[src/source/bus_pkg.sv]
package bus_pkg;

    localparam int NUM_MASTERS  = 2;
    localparam int NUM_SLAVES   = 2;
    localparam int DATA_W       = 16;
    localparam int SLAVE0_DEPTH = 4096;
    localparam int SLAVE1_DEPTH = 2048;
    localparam int ADDR_W       = $clog2(SLAVE0_DEPTH);  // covers the deepest slave

    typedef logic [DATA_W-1:0]              data_t;
    typedef logic [ADDR_W-1:0]              addr_t;
    typedef logic [$clog2(NUM_SLAVES)-1:0]  slave_id_t;
    typedef logic [$clog2(NUM_MASTERS)-1:0] master_id_t;

    // opcode bit as it travels in the control frame
    typedef enum logic {
        op_read  = 1'b0,
        op_write = 1'b1
    } bus_op_e;

endpackage
[src/source/bus_interconnect.sv]
`timescale 1ns/1ns

module bus_interconnect import bus_pkg::*; (
    input  logic       bus_busy,
    input  master_id_t bus_owner,
    input  slave_id_t  bus_target,
    input  logic       m_ctrl   [NUM_MASTERS],
    input  logic       m_wdata  [NUM_MASTERS],
    input  logic       m_wvalid [NUM_MASTERS],
    input  logic       s_rdata  [NUM_SLAVES],
    input  logic       s_ready  [NUM_SLAVES],
    output logic       s_ctrl   [NUM_SLAVES],
    output logic       s_wdata  [NUM_SLAVES],
    output logic       s_wvalid [NUM_SLAVES],
    output logic       m_rdata  [NUM_MASTERS],
    output logic       m_ready  [NUM_MASTERS]
);

    logic fwd_sel [NUM_SLAVES];   // slave is the current target
    logic ret_sel [NUM_MASTERS];  // master is the current owner

    // forward lines, owner to target, zeros elsewhere
    always_comb begin
        for (int s = 0; s < NUM_SLAVES; s++) begin
            fwd_sel[s]  = bus_busy && (bus_target == slave_id_t'(s));
            s_ctrl[s]   = fwd_sel[s] && m_ctrl[bus_owner];
            s_wdata[s]  = fwd_sel[s] && m_wdata[bus_owner];
            s_wvalid[s] = fwd_sel[s] && m_wvalid[bus_owner];
        end
    end

    // return lines, target back to owner only
    always_comb begin
        for (int m = 0; m < NUM_MASTERS; m++) begin
            ret_sel[m] = bus_busy && (bus_owner == master_id_t'(m));
            m_rdata[m] = ret_sel[m] && s_rdata[bus_target];
            m_ready[m] = ret_sel[m] && s_ready[bus_target];  // others see not ready
        end
    end

endmodule

[config.mk]
export PLATFORM = sky130hd
export DESIGN_NAME = bus_interconnect
export DESIGN_NICKNAME = d
export VERILOG_FILES = /design/src/source/bus_pkg.sv /design/src/source/bus_interconnect.sv
export SDC_FILE = /design/constraint.sdc
export NUM_CORES = 1
export LEC_CHECK = 0
export BUFFER_PORTS_ARGS = -buffer_cell sky130_fd_sc_hd__buf_2
export CAP_MARGIN = 5
export CELL_PAD_IN_SITES_DETAIL_PLACEMENT = 0
export CELL_PAD_IN_SITES_GLOBAL_PLACEMENT = 2
export CORE_AREA = 2 2 39 41
export DETAILED_ROUTE_END_ITERATION = 10
export DIE_AREA = 0 0 41 43
export GPL_ROUTABILITY_DRIVEN = 0
export GPL_TIMING_DRIVEN = 0
export PLACE_DENSITY = 0.92
export RECOVER_POWER = 100
export SLEW_MARGIN = 20
export SYNTH_ARGS = -nofsm -noshare
export SYNTH_HDL_FRONTEND = slang
export SYNTH_SLANG_ARGS = --single-unit
[constraint.sdc]
create_clock -name vclk -period 0.8
set_input_delay 0.08 -clock vclk [all_inputs]
set_output_delay 0.08 -clock vclk [all_outputs]
set_load 0.05 [all_outputs]
### Word-level counts from Yosys, hierarchy flattened

Cells that the tools add are included.

| word-level totals | value |
|---|---|
| register bits after elaboration | 0 |
| bits of input ports | 13 |
| word-level logic and storage cells | 35 |

| cells by class | value |
|---|---|
| magnitude comparators | 2 |
| muxes and demuxes | 15 |
| bitwise operators | 4 |
| reductions and logical operators | 14 |

Operators with widths:

| cell | number |
|---|---|
| 1-bit two-way mux | 15 |
| 1-bit logical AND | 14 |
| 2-bit greater-or-equal comparator (second input constant) | 2 |
| 1-bit NOT with 2-bit output | 2 |
| 1-bit NOT | 2 |

### Longest topological paths before layout

| depth | value |
|---|---|
| depth in word-level cells | 5 |
| gate-level depth with buffers | 3 |
| depth with buffers taken out | 2 |

### Worst setup path after synthesis

Ideal clock, no wire load.

| timing | value |
|---|---|
| kind | input to output |
| start point | input bus_owner |
| end point | output m_rdata[1] (netlist bit) |
| arrival time | 1.020 ns |
| required time | 0.720 ns |
| path slack | -0.300 ns |
| stages on the path | 3 |
| buffers on the path | 1 |
| path through | clkbuf_2 > nand2b_1 > nor2_1 |

RTL lines:

| element | line | text |
|---|---|---|
| from (decl) | bus_interconnect.sv:5 | `input master_id_t bus_owner,` |
| to (decl) | bus_interconnect.sv:15 | `output logic m_rdata [NUM_MASTERS],` |

==> impl_metrics.py <==
metrics = {
    "timing": {
        "fmax_mhz": 1310,
        "grt_setup_unrepaired": "false",
        "slew_viol_final": 0,
        "final-hold-violation-count": 0,
        "setup-violations-final": 0,
        "holdWs_ps": 566,
        "max_slew_margin": 0.842,
        "finalCritPeriodShare": 0.952,
        "period_needed_ps": 762,
        "fin_ws_ps": 38.4,
        "worstMarginPinSlew_ps": 232,
    },
    "setup_path": {
        "cp-start-kind": "input port",
        "cp-end-kind": "primary output",
        "required_ps": 720,
        "cp.arrival_ps": 680,
        "cp_max_fo": 4,
        "crit_type": "input port to primary output",
    },
    "drt": {
        "drt_first_pass_iters": 2,
        "via_count": 212,
        "drc": 0,
        "drtIter0Drc": 1,
        "ant_nets": 0,
        "routed_wl_um": 575,
        "wl_per_cell_um": 9.91,
        "via_per_inst": 3.66,
    },
    "global_route": {
        "antenna_found_initial": 0,
        "grt_pass1_wl_um": 903,
        "grtUsageTotal": 0.0701,
        "grt_pass1_vias": 195,
        "grt_max_degree": 6,
        "overflow": 0,
    },
    "die": {
        "start_util": 0.0814,
        "die_y_um": 43,
        "die-area_mm2": 0.00176,
        "rows": 14,
        "die_width_um": 41,
        "ioPinCount": 23,
        "core_area_mm2": 0.00138,
    },
    "pwr": {
        "p_per_area_mw_per_mm2": 716,
        "p_leak_nw": 0.176,
        "p_total_w": 0.000298,
        "max-vdd-ir-drop_uv": 214,
    },
    "status": {
        "status": "completed",
    },
    "finish": {
        "clockBufferCount": 0,
        "stdcell_count": 58,
        "design.seq.count": 0,
        "nFillCells": 145,
        "antenna_cells": 0,
        "final_area_um2": 417,
        "areaGrowthSynthToFinish_pct": 270,
        "nets": 57,
        "register_area_um2": 0,
        "drive_gt1_frac": 0.952,
    },
    "placed_design": {
        "dp_slack_ps": -144,
        "dp_cells": 58,
        "placed_cell_area_um2": 278,
        "port_buffers": 22,
        "dp_hpwl_um": 447,
    },
    "logic_synthesis": {
        "synth_nets": 33,
        "avgSynthCellArea_um2": 5.63,
        "ys_seq_area_frac": 0,
        "synth_top_cell_by_area": "mux2i_1",
        "synthTopCellsByArea": "mux2i_1 (44%), nor2_1 (33%), nand2b_1 (11%)",
        "synthCells": 20,
        "ys_warn_count": 0,
        "ys_types": 5,
        "synth_area_um2": 113,
        "netlist.area_leader.share": 0.444,
    },
    "clock_network": {
        "post_cts_buffers": 0,
        "cts.hold.buffers_added": 0,
    },
    "min_path": {
        "hold_path.class": "input port to primary output",
        "hold_depth": 4,
    },
    "flow_run": {
        "drv_cap": 0,
    },
}
[final timing paths]
check / slack (ps) / startpoint / end
min: 570 / s_ready[1] / m_ready[0]
max: 40 / bus_target / m_rdata[1]
[cell type report]
class,count,area [um^2],area share
multi-input combinational,19,206,0.495
timing repair buffer,22,175,0.420
tap,16,20.0,0.0480
buffer,1,15.0,0.0360
[stage by stage]
step	TNS, ps	utilization
floorplan	-707	-
global placement	-1000	0.201
detailed placement	-1100	0.201
CTS	0	0.294
global route	0	0.301
finish	0	0.301
[worst max-delay path: stages]
cell and delay, ps:
buf_6 120, mux2i_4 190, nor2_2 130, buf_6 170
[routing by layer]
metal | global-route usage | wire length (um) | vias up
li1 | - | - | 109
met1 | 0.0895 | 183 | 96
met2 | 0.131 | 368 | 7
met3 | 0 | 24 | 0
met4 | 0 | 0 | 0
met5 | 0 | 0 | -
[placed cells by master, fill, tap and decap left out]
| cell type | count |
|---|---|
| nand2b_4 | 1 |
| clkbuf_2 | 1 |
| buf_2 | 10 |
| buf_8 | 1 |
| nand2b_1 | 1 |
| nor2_4 | 2 |
| nor2_2 | 8 |
| mux2i_4 | 4 |
| buf_4 | 1 |
| nand2_1 | 1 |
| buf_6 | 10 |
| mux2i_2 | 1 |
| nand2_2 | 1 |
[kinds of logic (layout without fill, tap and decap cells)]
family / Yosys count / count (layout) / share of synthesized area
buffers and inverters: 1 / 23 / 0.0444
AND/OR/NAND/NOR: 14 / 14 / 0.511
multiplexers: 5 / 5 / 0.444
[power by group]
group | switching, W | internal [W] | leakage, nW | total, W
logic | 0.000171 | 0.000127 | 0.176 | 0.000298
clock network | 0 | 0 | 0 | 0
registers | 0 | 0 | 0 | 0
[cell usage after synthesis]
library cell,count
nand2b_1,2
mux2i_1,5
clkbuf_2,1
nor2_1,10
nand2_1,2
[timing repair]
item	in CTS	in global routing
resized for setup	31	6
pin swaps	0	1
setup endpoints to repair	10	8
Power figures use the tool's default switching activity.
