### src/source/bus_pkg.sv
package bus_pkg;

    localparam int NUM_MASTERS  = 2;
    localparam int NUM_SLAVES   = 2;
    localparam int DATA_W       = 16;
    localparam int SLAVE0_DEPTH = 4096;
    localparam int SLAVE1_DEPTH = 2048;
    localparam int ADDR_W       = $clog2(SLAVE0_DEPTH);  // covers the deepest slave

    typedef logic [DATA_W-1:0]              data_t;
    typedef logic [ADDR_W-1:0]              addr_t;
    typedef logic [$clog2(NUM_SLAVES)-1:0]  slave_id_t;
    typedef logic [$clog2(NUM_MASTERS)-1:0] master_id_t;

    // opcode bit as it travels in the control frame
    typedef enum logic {
        op_read  = 1'b0,
        op_write = 1'b1
    } bus_op_e;

endpackage
### src/source/bus_arbiter.sv
`timescale 1ns/1ns

module bus_arbiter import bus_pkg::*; (
    input  logic       clk,
    input  logic       rstN,
    input  logic       bus_req   [NUM_MASTERS],
    input  slave_id_t  req_slave [NUM_MASTERS],
    output logic       bus_grant [NUM_MASTERS],
    output logic       bus_busy,
    output master_id_t bus_owner,
    output slave_id_t  bus_target
);

    logic       any_req;
    master_id_t next_owner;  // lowest numbered requester

    always_comb begin
        any_req    = 1'b0;
        next_owner = '0;
        for (int m = NUM_MASTERS - 1; m >= 0; m--) begin
            if (bus_req[m]) begin
                any_req    = 1'b1;
                next_owner = master_id_t'(m);
            end
        end
    end

    always_ff @(posedge clk or negedge rstN) begin
        if (!rstN) begin
            bus_busy   <= 1'b0;
            bus_owner  <= '0;
            bus_target <= '0;
        end else if (!bus_busy) begin
            if (any_req) begin
                bus_busy   <= 1'b1;
                bus_owner  <= next_owner;
                bus_target <= req_slave[next_owner];
            end
        end else if (!bus_req[bus_owner]) begin
            bus_busy <= 1'b0;  // owner done, no preemption before this
        end
    end

    always_comb begin
        for (int m = 0; m < NUM_MASTERS; m++) begin
            bus_grant[m] = bus_busy && (bus_owner == master_id_t'(m));
        end
    end

    // owner and route stay put while the owner still requests
    owner_holds_bus: assert property (@(posedge clk) disable iff (!rstN)
        (bus_busy && bus_req[bus_owner])
            |=> (bus_busy && $stable(bus_owner) && $stable(bus_target)));

endmodule

### config.mk
export PLATFORM = sky130hd
export DESIGN_NAME = bus_arbiter
export DESIGN_NICKNAME = d
export VERILOG_FILES = /design/src/source/bus_pkg.sv /design/src/source/bus_arbiter.sv
export SDC_FILE = /design/constraint.sdc
export NUM_CORES = 1
export LEC_CHECK = 0
export BUFFER_PORTS_ARGS = -buffer_cell sky130_fd_sc_hd__buf_2
export CAP_MARGIN = 5
export CORE_AREA = 10 10 47 49
export CTS_CLUSTER_SIZE = 16
export DETAILED_ROUTE_END_ITERATION = 7
export DIE_AREA = 0 0 57 59
export PLACE_DENSITY_LB_ADDON = 0.2
export SYNTH_ARGS = -nofsm -noshare
export SYNTH_HDL_FRONTEND = slang
export SYNTH_SLANG_ARGS = --single-unit
### constraint.sdc
create_clock -name clk -period 1.1 [get_ports clk]
set_input_delay 0.11 -clock clk [delete_from_list [all_inputs] [get_ports clk]]
set_output_delay 0.11 -clock clk [all_outputs]
set_load 0.05 [all_outputs]
# [Word-level counts from Yosys, hierarchy flattened]
# Cells that the tools add are included.
[word_totals] register_bits=3 out_inout_bits=5 input_bits=6 word_cells=24
[op_classes] bitwise=4 n_mux=12 magnitude_cmp=2 reduce_logical=3
[op_table] cell="1-bit two-way mux" n=12
[op_table] cell="2-bit greater-or-equal comparator, second input constant" n=2
[op_table] cell="1-bit NOT with 2-bit output" n=2
[op_table] cell="1-bit logical AND" n=2
[op_table] cell="1-bit NOT" n=2
[op_table] cell="2-bit AND reduction" n=1

# [Longest topological paths before layout]
[logic_depth] depth_word=6 depth_mapped=2 ltp_nobuf=2

# [Worst setup path before layout]
# No wires, ideal clock.
[synth_timing] path_type="register -> output" from="register bus_busy" to="output port bus_grant[1] (netlist name)" arrival_ns=1.476 path_buffers=0 stages_incl_launch_ff=3 t_required_ns=0.990 path_slack_ns=-0.486 path_cell_list="dfrtp_1 -> inv_1 -> nor2_1"
[synth_rtl] element="start, declared" line_no="bus_arbiter.sv:9" rtl="output logic bus_busy,"
[synth_rtl] element="start signal, assigned" line_no="bus_arbiter.sv:30" rtl="bus_busy <= 1'b0;"
[synth_rtl] element="start signal, assigned" line_no="bus_arbiter.sv:35" rtl="bus_busy <= 1'b1;"
[synth_rtl] element="start signal, assigned" line_no="bus_arbiter.sv:40" rtl="bus_busy <= 1'b0;"
[synth_rtl] element="end, declared" line_no="bus_arbiter.sv:8" rtl="output logic bus_grant [NUM_MASTERS],"

==> metrics.md <==
| Metric | Value |
|---|---|
| Outcome | `finished clean` |
| R2R Path Start | `bus_busy` |
| Cells after Synth | `16` |
| ANT nets after route | `0` |
| Core area | `0.00140 sq mm` |
| Met3 WL post-DR | `69 microns` |
| P per Cell Area | `2380 mW/mm^2` |
| Maximum net fanout on the critical path | `7` |
| Vias in the first global route | `189` |
| Post-route cell area | `314 sq um` |
| Root Driver | `clkbuf_4` |
| Clock slew at the register clock pins of the worst setup and hold paths | `0.04 ns` |
| Worst Setup End Kind | `primary output` |
| Metal2 WL | `195 microns` |
| Die ar. | `0.00336 sq mm` |
| Reg-to-reg setup timing slack | `0.09 ns` |
| Worst min path class | `in2reg` |
| Largest net degree at the start of global routing | `8` |
| Period utilisation layout | `0.987` |
| End of the worst hold path | `bus_owner` |
| Hold path depth | `2` |
| Ranking of synthesized cells by area | `dfrtp_1 47%, mux2i_1 6.2%, a2bb2oi_1 5.4%, and2b_2 5.4%, nor4b_1 5.4%` |
| Die extent in y | `59 microns` |
| Row count | `14` |
| P_sw | `0.325 mW` |
| P_leak | `0.149 nW` |
| Peak supply drop | `0.000820 V` |
| Synth area leader | `dfrtp_1` |
| Clock sink count | `3` |
| Final Max Slew Viols | `0` |
| Worst EP arrival | `0.98 ns` |
| Part of the power in registers | `0.230` |
| Synth Warn # | `0` |
| Dpl hpwl | `383 microns` |
| Synthesis-to-layout area growth | `94.6%` |
| Gr ovfl total | `0` |
| DP Area | `241 sq um` |
| Pin slew with the least headroom to its limit | `0.252 ns` |
| Setup crit start kind | `register` |
| GPL Wtd Cong | `0.621` |
| Synth Area per Inst | `10.1 sq um` |
| Initial Util | `0.115` |
| Synth Cell Area | `161 sq um` |
| Clk pwr share | `0.272` |
| Uppermost layer routed | `met4` |
| Min cycle time layout | `1.09 ns` |
| Critical Path RT | `0.99 ns` |
| Final Hold Viols | `0` |
| Netlist cell types | `12` |
| Internal power | `0.423 mW` |
| Comb pwr share | `0.498` |
| Critical path class | `reg2out` |
| Starting DRC count in detailed routing | `3` |
| Slew HR | `0.830` |
| WL/cell | `10.4 microns` |
| Max Cap Viol | `0` |
| Layout cells sized above 1 | `0.636` |
| Placed cell count | `42` |
| Via-to-Cell Ratio | `3.59` |
| Fmax | `921 MHz` |
| Register bit total from synthesis | `3` |
| Fin cells | `49` |
| Port bufs | `10` |
| IO Count | `11` |
| Seq/Total Area, Yosys | `0.465` |
| Drt first pass iters | `3` |
| Antenna violations before repair | `0` |
| Net Count, Synth | `22` |
| Die width | `57 microns` |
| Setup_tns | `0 ns` |
| Clock Skews | `0.00107 ns` |
| Top-area cell type share of the netlist area | `0.465` |
| Nets@finish | `40` |
| CTS tree | `built` |
| Slowest library cell on the worst path | `dfrtp_2` |
| CTS max path bufs | `2` |
| Worst R2R End | `bus_owner` |
| Sw frac | `0.435` |
| Htree depth | `1` |
| Fillcell total | `164` |
| CP max stage delay | `0.44 ns` |
| Clock latency on the worst-skew pair | `0.24 ns` |
| Global-route wire length before repair | `759 microns` |
| Vias | `176` |
| Cts bufs inserted | `3` |
| Met1 WL | `232 microns` |
| Bufs and invs on worst path | `1` |
| Drt total wl | `512 microns` |
| DRC | `0` |
| Cells along the critical path | `and2_4 > buf_8` |
| Worst Reg2Reg Path Length in Cells | `3` |
| RSZ-0062 raised after global routing | `yes` |
| Largest delay share family, worst path | `flip-flops` |
| Diodes inserted | `0` |
| Hold_sp | `bus_req[1]` |
| GRT Total Usage | `0.0320` |
| Final setup violation count | `0` |
[layout by cell type (no fill, tap or decap)]
cell type      synthesis  routed
buf_4                  0       2
buf_8                  0       2
and2b_2                1       1
buf_2                  0       8
clkbuf_1               0       1
nor4b_1                1       1
dlygate4sd3_1          0       1
nor2_1                 2       1
dfrtp_2                0       2
inv_2                  0       1
a21oi_1                1       1
nor3b_1                1       1
dfrtp_1                3       1
a2bb2oi_1              1       1
nor2_4                 0       1
clkbuf_4               0       3
and2_4                 0       1
o21bai_1               1       1
mux2i_1                1       1
a211oi_1               1       1
inv_1                  2       1
[routing by layer]
metal,up-vias,GRT usage
met5,-,0
met4,0,0.0604
met3,2,0.0215
met2,10,0.0279
met1,74,0.0334
li1,90,-
[sequential cells by signal (all words and copies together), names as in the netlist]
| signal | flops |
|---|---|
| bus_target | 1 |
| bus_busy | 1 |
| bus_owner | 1 |
[cell families after synthesis]
| family | share of synthesized area |
|---|---|
| multiplexers | 0.0620 |
| buffers and inverters | 0.0465 |
| AND/OR/NAND/NOR | 0.248 |
| flip-flops | 0.465 |
| AO/OA/AOI/OAI | 0.178 |
[power groups by stage]
stage               registers, mW  logic, mW  clock network [mW]
floorplan                   0.268      0.132                   0
CTS                         0.174      0.368               0.211
global route                0.178      0.395               0.214
global placement            0.177      0.296                   0
finish                      0.172      0.372               0.203
detailed placement          0.177      0.297                   0
[worst max-delay path by stage]
stage / startpoint / endpoint / slack, ns / depth (start not counted)
3_3_place_gp: bus_busy / bus_grant[1] / 0.15 / 3
4_1_cts: bus_busy / bus_grant[1] / 0.0002 / 3
3_5_place_dp: bus_busy / bus_target / 0.13 / 2
5_1_grt: bus_busy / bus_grant[0] / -0.01 / 2
2_1_floorplan: bus_busy / bus_grant[1] / 0.01 / 2
6_report: bus_busy / bus_grant[0] / 0.01 / 2
[cell type report]
type / instances / area, sq um / share of cell area
multi-input cells: 11 / 87.6 / 0.279
clock buffers: 4 / 26.3 / 0.0837
flip-flops and latches: 3 / 77.6 / 0.247
inverters: 2 / 7.51 / 0.0239
well taps: 16 / 20.0 / 0.0637
repair buffers: 13 / 95.1 / 0.303
[repair_timing]
action | CTS | global route
resized for setup | 7 | 1
hold buffers | 1 | 0
endpoints found under the setup margin | 2 | 2
endpoints found under the hold margin | 3 | 0
pin swaps | 0 | 1
setup buffers | 2 | 0
[synthesized netlist by cell type]
library cell  count
nor4b_1           1
a2bb2oi_1         1
and2b_2           1
dfrtp_1           3
mux2i_1           1
and2_2            1
a21oi_1           1
nor2_1            2
inv_1             2
a211oi_1          1
o21bai_1          1
nor3b_1           1
[metrics by stage]
step                 util  power, mW  setup slack [ns]  hold WS (ns)
floorplan               -      0.401            0.0134        -0.186
global placement    0.172      0.473             0.152       -0.0927
detailed placement  0.172      0.474             0.127       -0.0895
CTS                 0.221      0.752          0.000162         0.117
global route        0.224      0.788           -0.0127         0.133
finish              0.224      0.748            0.0138         0.120
Power figures use the tool's default switching activity.
