### config.mk
export PLATFORM = sky130hd
export DESIGN_NAME = bus_master
export DESIGN_NICKNAME = d
export VERILOG_FILES = /design/src/source/bus_pkg.sv /design/src/source/bus_master.sv
export SDC_FILE = /design/constraint.sdc
export NUM_CORES = 1
export LEC_CHECK = 0
export BUFFER_PORTS_ARGS = -buffer_cell sky130_fd_sc_hd__buf_2
export CAP_MARGIN = 5
export CORE_AREA = 2 2 80 82
export DETAILED_ROUTE_END_ITERATION = 10
export DIE_AREA = 0 0 82 84
export HOLD_SLACK_MARGIN = 0.03
export PLACE_DENSITY = 0.77
export SLEW_MARGIN = 15
export SYNTH_ARGS = -nofsm -noshare
export SYNTH_HDL_FRONTEND = slang
export SYNTH_SLANG_ARGS = --single-unit
export TNS_END_PERCENT = 10
### constraint.sdc
create_clock -name clk -period 5 [get_ports clk]
set_input_delay 0.75 -clock clk [delete_from_list [all_inputs] [get_ports clk]]
set_output_delay 0.75 -clock clk [all_outputs]
set_load 0.005 [all_outputs]
### src/source/bus_pkg.sv
package bus_pkg;

    localparam int NUM_MASTERS  = 2;
    localparam int NUM_SLAVES   = 2;
    localparam int DATA_W       = 16;
    localparam int SLAVE0_DEPTH = 4096;
    localparam int SLAVE1_DEPTH = 2048;
    localparam int ADDR_W       = $clog2(SLAVE0_DEPTH);  // covers the deepest slave

    typedef logic [DATA_W-1:0]              data_t;
    typedef logic [ADDR_W-1:0]              addr_t;
    typedef logic [$clog2(NUM_SLAVES)-1:0]  slave_id_t;
    typedef logic [$clog2(NUM_MASTERS)-1:0] master_id_t;

    // opcode bit as it travels in the control frame
    typedef enum logic {
        op_read  = 1'b0,
        op_write = 1'b1
    } bus_op_e;

endpackage
### src/source/bus_master.sv
`timescale 1ns/1ns

module bus_master import bus_pkg::*; (
    input  logic      clk,
    input  logic      rstN,
    input  logic      cmd_start,
    input  bus_op_e   cmd_op,
    input  slave_id_t cmd_slave,
    input  addr_t     cmd_addr,
    input  data_t     cmd_wdata,
    input  logic      bus_grant,
    input  logic      rdata,
    input  logic      ready,
    output logic      done,
    output data_t     rdata_out,
    output logic      bus_req,
    output slave_id_t req_slave,
    output logic      ctrl,
    output logic      wdata,
    output logic      wvalid
);

    typedef enum logic [2:0] {
        idle,
        request,
        wait_ready,
        send_ctrl,
        send_data,
        recv_data,
        finish
    } state_e;

    typedef logic [$clog2(ADDR_W + DATA_W)-1:0] cnt_t;

    state_e            state;
    cnt_t              bit_cnt;
    logic              got_start;  // read start bit seen on rdata
    bus_op_e           op_q;
    addr_t             addr_q;
    logic [ADDR_W+1:0] ctrl_sr;    // start bit, opcode, address
    data_t             data_sr;    // write word out or read word in

    always_ff @(posedge clk or negedge rstN) begin
        if (!rstN) begin
            state     <= idle;
            bit_cnt   <= '0;
            got_start <= 1'b0;
            rdata_out <= '0;
        end else begin
            case (state)
                idle: begin
                    if (cmd_start) begin
                        state <= request;
                    end
                end
                request: begin
                    if (bus_grant) begin
                        state <= wait_ready;
                    end
                end
                wait_ready: begin
                    bit_cnt   <= '0;
                    got_start <= 1'b0;
                    if (ready) begin
                        state <= send_ctrl;
                    end
                end
                send_ctrl: begin
                    bit_cnt <= bit_cnt + 1'b1;
                    if (bit_cnt == cnt_t'(ADDR_W + 1)) begin  // last address bit
                        bit_cnt <= '0;
                        state   <= (op_q == op_write) ? send_data : recv_data;
                    end
                end
                send_data: begin
                    bit_cnt <= bit_cnt + 1'b1;
                    if (bit_cnt == cnt_t'(DATA_W - 1)) begin
                        state <= finish;
                    end
                end
                recv_data: begin
                    if (!got_start) begin
                        got_start <= rdata;  // slave is still fetching the word
                    end else begin
                        bit_cnt <= bit_cnt + 1'b1;
                        if (bit_cnt == cnt_t'(DATA_W - 1)) begin
                            rdata_out <= {data_sr[DATA_W-2:0], rdata};
                            state     <= finish;
                        end
                    end
                end
                finish: begin
                    state <= idle;
                end
                default: begin
                    state <= idle;
                end
            endcase
        end
    end

    always_ff @(posedge clk) begin
        case (state)
            idle: begin
                if (cmd_start) begin
                    op_q      <= cmd_op;
                    req_slave <= cmd_slave;
                    addr_q    <= cmd_addr;
                    data_sr   <= cmd_wdata;
                end
            end
            wait_ready: ctrl_sr <= {1'b1, op_q, addr_q};
            send_ctrl:  ctrl_sr <= ctrl_sr << 1;
            send_data:  data_sr <= data_sr << 1;
            recv_data: begin
                if (got_start) begin
                    data_sr <= {data_sr[DATA_W-2:0], rdata};
                end
            end
            default: ;
        endcase
    end

    // request is dropped in the done cycle so the arbiter frees the bus next
    assign bus_req = state inside {request, wait_ready, send_ctrl, send_data, recv_data};
    assign done    = (state == finish);
    assign ctrl    = (state == send_ctrl) && ctrl_sr[ADDR_W+1];  // msb first
    assign wvalid  = (state == send_data);
    assign wdata   = wvalid && data_sr[DATA_W-1];

    // during the data phase the bus is ours and the slave is busy collecting
    wvalid_in_data_phase: assert property (@(posedge clk) disable iff (!rstN)
        wvalid |-> (state == send_data) && bus_grant && !ready);

endmodule

# After elaboration in Yosys (flattened, before gate mapping)
# Cells that the tools add are included.
# op_classes
add_sub_neg,1
n_mul,0
div_mod_pow,0
order_cmp,0
eq_ne,13
shift,0
n_mux,17
bitwise,0
reduce_logical,13
# op_table
operator,count
16-bit one-hot mux with 3 select lines,1
16-bit 2-to-1 mux,2
14-bit one-hot mux with 2 select lines,1
5-bit one-hot mux with 4 select lines,1
3-bit 2-to-1 mux,6
3-bit one-hot mux with 6 select lines,1
5-bit by 4-bit == test with 1-bit output (second input constant),2
5-bit 2-to-1 mux,2
2-bit inequality test (second input constant),5
3-bit == test (second input constant),3
3-bit by 2-bit == test with 1-bit output (second input constant),2
3-bit AND reduction,2
5-bit by 1-bit adder with 5-bit output (second input constant),1
5-bit AND reduction,1
5-bit nonzero test,1
2-bit AND reduction,2
2-bit nonzero test,2
4-bit nonzero test,1
3-bit by 1-bit == test with 1-bit output (second input constant),1
3-bit logical NOT,1
3-bit nonzero test,1
1-bit logical AND,2
1-bit 2-to-1 mux,2
1-bit one-hot mux with 2 select lines,1
# word_totals
ff_bits,69
latch_bits,0
ram_bits,0
rom_bits,0
out_inout_bits,22
elab_cells,53
n_memories,0

# Longest topological paths before layout
# depth
word_depth,4
mapped_depth,7
ltp_nobuf,7

# Worst setup path before layout
# OpenSTA, ideal clock, no wires.
# synth_timing
kind,input to register
start,input cmd_start
end,register data_sr[0] (enable)
arrival_ns,1.613
setup_slack_ns,2.999
cell_stages,4
cell_sequence,nor2_1 > nor2_1 > a21oi_1 > nor2_1
# synth_between
elab_chain_cells,2
# synth_rtl
item,line,source
"start, declared",bus_master.sv:6,"input logic cmd_start,"
2-bit inequality test (no line),n/a,
3-bit AND reduction (no line),n/a,
"end signal, assigned",bus_master.sv:109,data_sr <= cmd_wdata;
"end signal, assigned",bus_master.sv:114,send_data: data_sr <= data_sr << 1;
"end signal, assigned",bus_master.sv:117,"data_sr <= {data_sr[DATA_W-2:0], rdata};"
"end, declared",bus_master.sv:41,data_t data_sr;
# Every way passes these cells.
# A chain may end at the register's enable or synchronous reset.

# Worst setup path after layout
# layout_timing
start,register state[1]
end,output wdata
# layout_between
elab_chain_cells,2
# layout_rtl
item,line,source
"start, declared",bus_master.sv:35,state_e state;
"start signal, assigned",bus_master.sv:45,state <= idle;
"start signal, assigned",bus_master.sv:53,state <= request;
"start signal, assigned",bus_master.sv:58,state <= wait_ready;
3-bit == test,bus_master.sv:128,assign wvalid = (state == send_data);
1-bit logical AND,bus_master.sv:129,assign wdata = wvalid && data_sr[DATA_W-1];
"end, declared",bus_master.sv:19,"output logic wdata,"
# Every way passes these cells.

==> impl_metrics.yaml <==
run_status:
  status: "complete, no violations"
sta:
  fin_crit_sh_pct: 53.6
  rsz0062_at_grt: "false"
  worst_pin_slew_ns: 0.808
  tns_ns: 0
  setup-violations-final: 0
  period_needed_ns: 2.68
  hold_viol_final: 0
  finalClockSkew_ns: 0.0124
  slew_headroom_pct: 46.1
  clock.fmax_mhz: 373
  slew_violations: 0
detailed_routing:
  antenna_left: 0
  wl_per_cell_um: 14.6
  drc_errors: 0
  drt-pass1-iter-count: 4
  dr.first_iter.drc_count: 81
  num_vias: 1853
  wl_um: 5240
  viasPerCell: 5.15
logic_synthesis:
  ys_types: 41
  synth_nets: 257
  syn_area_um2: 2890
  seq_area_frac_synth_pct: 67.4
  synth-seq-cells: 69
  avgSynthCellArea_um2: 13.3
  syn_inst: 218
  yosys_warnings: 0
worst_setup_path:
  worstPathArrival_ns: 1.93
  setup.worst_path.end: "wdata"
  crit_path_max_fanout: 21
  crit_chain: "and2b_1 > and3_1 > buf_2"
  r2r_slack_ns: 2.58
  r2r-end: "rdata_out[7]"
  r2r_cells: 3
  r2r-start: "state[1]"
  required_ns: 4.25
  crit_start: "state[1]"
  crit_path_max_incr_delay_ns: 0.70
  end_kind: "output pin"
  cp_slowest_cell: "and2b_1"
  startpoint_type: "flop"
  critPathKind: "reg -> out"
floorplan:
  rows: 29
  io_pins: 58
  die_x_um: 82
  die_area_um2: 6890
  placeableCoreArea_um2: 6100
  initial_core_util_pct: 47.4
  die_h_um: 84
clock_network:
  ctsRootBufferMaster: "clkbuf_8"
  cts.sinks: 69
  tritoncts: "yes"
  clkTransAtPathRegs_ns: 0.07
  cts_setup_buffers: 0
  clk_latency_ns: 0.34
  clock_path_buffers: 2
  post_cts_resized: 0
  cts-hold-fix-buffers: 0
  cts_buffers: 9
  h-tree-depth: 3
placement:
  dp_hpwl_um: 3660
  numPortBuffers: 57
  dp.cells: 344
  gp_congestion: 0.827
finish:
  nFillCells: 517
  stdcell_count: 360
  area_delta_synth_final_pct: 19.7
  drive_gt1_share_pct: 37.8
  num_antenna_cells: 0
  final_nets: 317
global_routing:
  grt_start_max_net_pins: 26
  grt_pass1_vias: 1813
  antenna_found_initial: 0
  gr-total-overflow: 0
  track_usage_pct: 16.6
  grt_first_pass_wirelength_um: 8470
power:
  p_leak_nw: 1.57
  ir_drop_uv: 270
  powerDensity_nw_per_um2: 452
worst_hold_path:
  hold_path_class: "in -> async"
flow_run:
  max-cap-violations: 0
==> state kept, by name, summed over array words and instances (netlist names) <==
signal     cells
addr_q        12
bit_cnt        5
ctrl_sr       14
data_sr       16
got_start      1
op_q           1
rdata_out     16
req_slave      1
state          3
==> cells in the final DEF (no fill, tap or decap), types with 2 or more instances in the layout <==
cell type | netlist | final
nor2_1 | 5 | 5
nand2b_1 | 2 | 2
a31oi_1 | 2 | 2
mux2_2 | 27 | 27
and2_1 | 2 | 2
nand3_1 | 3 | 3
edfxtp_1 | 44 | 44
inv_1 | 4 | 4
o21ai_0 | 4 | 4
nand2_1 | 53 | 53
o22ai_1 | 3 | 3
clkinv_2 | 0 | 2
a21oi_1 | 6 | 6
clkbuf_8 | 0 | 10
bufinv_16 | 0 | 2
ha_1 | 3 | 3
dfrtp_1 | 25 | 25
buf_2 | 4 | 57
and3_1 | 4 | 4
==> metal layers <==
layer / part of all wire (%) / GRT usage, % / up-vias / wire length, µm
met5: 0 / 0 / - / 0
met4: 1.6 / 7.73 / 0 / 85
met3: 7.4 / 4.33 / 10 / 388
met2: 46 / 24.9 / 72 / 2410
met1: 45 / 22.3 / 873 / 2360
li1: - / - / 898 / -
==> layout make-up <==
class | count | area, µm² | share of cell area, %
inverter | 5 | 18.8 | 0.542
clock inverter | 6 | 86.3 | 2.50
multi-input combinational | 135 | 881 | 25.5
clock buffer | 10 | 138 | 3.98
timing repair buffer | 58 | 293 | 8.46
tap | 77 | 96.3 | 2.78
sequential | 69 | 1950 | 56.3
==> stage by stage <==
stage | power, mW | worst slack, ns | hold WS (ns) | area [µm²] | util (%)
3_5_place_dp | 1.08 | 2.54 | 0.490 | 3240 | 53.1
5_1_grt | 1.64 | 2.20 | 0.436 | 3460 | 56.8
6_report | 1.56 | 2.32 | 0.405 | 3460 | 56.8
4_1_cts | 1.58 | 2.33 | 0.415 | 3460 | 56.8
3_3_place_gp | 1.06 | 2.66 | 0.486 | 3240 | 53.1
2_1_floorplan | 0.992 | 3.00 | 0.454 | 2890 | -
==> logic make-up after synthesis <==
logic type	after synthesis	share of synthesized area (%)
AOI/OAI and AO/OA	24	5.46
adders and majority gates	3	1.30
buffers and inverters	14	2.12
DFF	69	67.4
muxes	29	11.3
and+or+nand+nor	79	12.5
==> worst min path at each step <==
stage	from	to	slack (ns)	cells after the start
after floorplan	rstN	bit_cnt[0]	0.45	0
after global placement	rdata_out[9]	rdata_out[9]	0.49	1
after detailed placement	rdata_out[9]	rdata_out[9]	0.49	1
after CTS	rstN	rdata_out[5]	0.42	1
after global routing	rstN	rdata_out[6]	0.44	1
final	rstN	rdata_out[5]	0.41	1
==> worst max-delay path, delay by kind of cell (launching register included) <==
kind,cells,cell delay (ns)
and+or+nand+nor,2,0.95
buffers and inverters,1,0.11
DFF,1,0.53
==> synthesized netlist by cell type <==
cell | n | share of area (%)
inv_2 | 1 | 0.13
nand2_2 | 1 | 0.22
nor3_1 | 1 | 0.17
nand4_1 | 1 | 0.22
o211ai_1 | 1 | 0.26
nor2_2 | 1 | 0.22
inv_1 | 4 | 0.52
and2b_1 | 1 | 0.26
dfrtp_1 | 25 | 22
ha_1 | 3 | 1.3
a31oi_1 | 2 | 0.43
o21a_1 | 1 | 0.26
buf_1 | 2 | 0.26
nand2b_4 | 1 | 0.48
mux2i_1 | 1 | 0.35
o21ai_0 | 4 | 0.69
buf_2 | 4 | 0.69
nor2_1 | 5 | 0.65
nand2_1 | 53 | 6.9
or2_2 | 1 | 0.22
a211o_1 | 1 | 0.30
o311a_1 | 1 | 0.35
or4_1 | 1 | 0.26
nand3_1 | 3 | 0.52
and3_1 | 4 | 0.87
buf_4 | 1 | 0.26
edfxtp_1 | 44 | 46
o22ai_1 | 3 | 0.65
nand2b_1 | 2 | 0.43
and4b_1 | 1 | 0.35
mux2_1 | 1 | 0.39
and2_1 | 2 | 0.43
a311oi_1 | 1 | 0.30
nand4b_1 | 1 | 0.30
a21o_1 | 1 | 0.26
a22o_1 | 1 | 0.30
mux2_2 | 27 | 11
clkbuf_1 | 2 | 0.26
a21boi_0 | 1 | 0.26
a21oi_1 | 6 | 1.0
o21ba_2 | 1 | 0.35
==> where the power goes <==
group	switching (mW)	internal [mW]
clock	0.208	0.293
combinational	0.135	0.133
sequential	0.0597	0.734
total	0.403	1.16
Power figures use the tool's default switching activity.
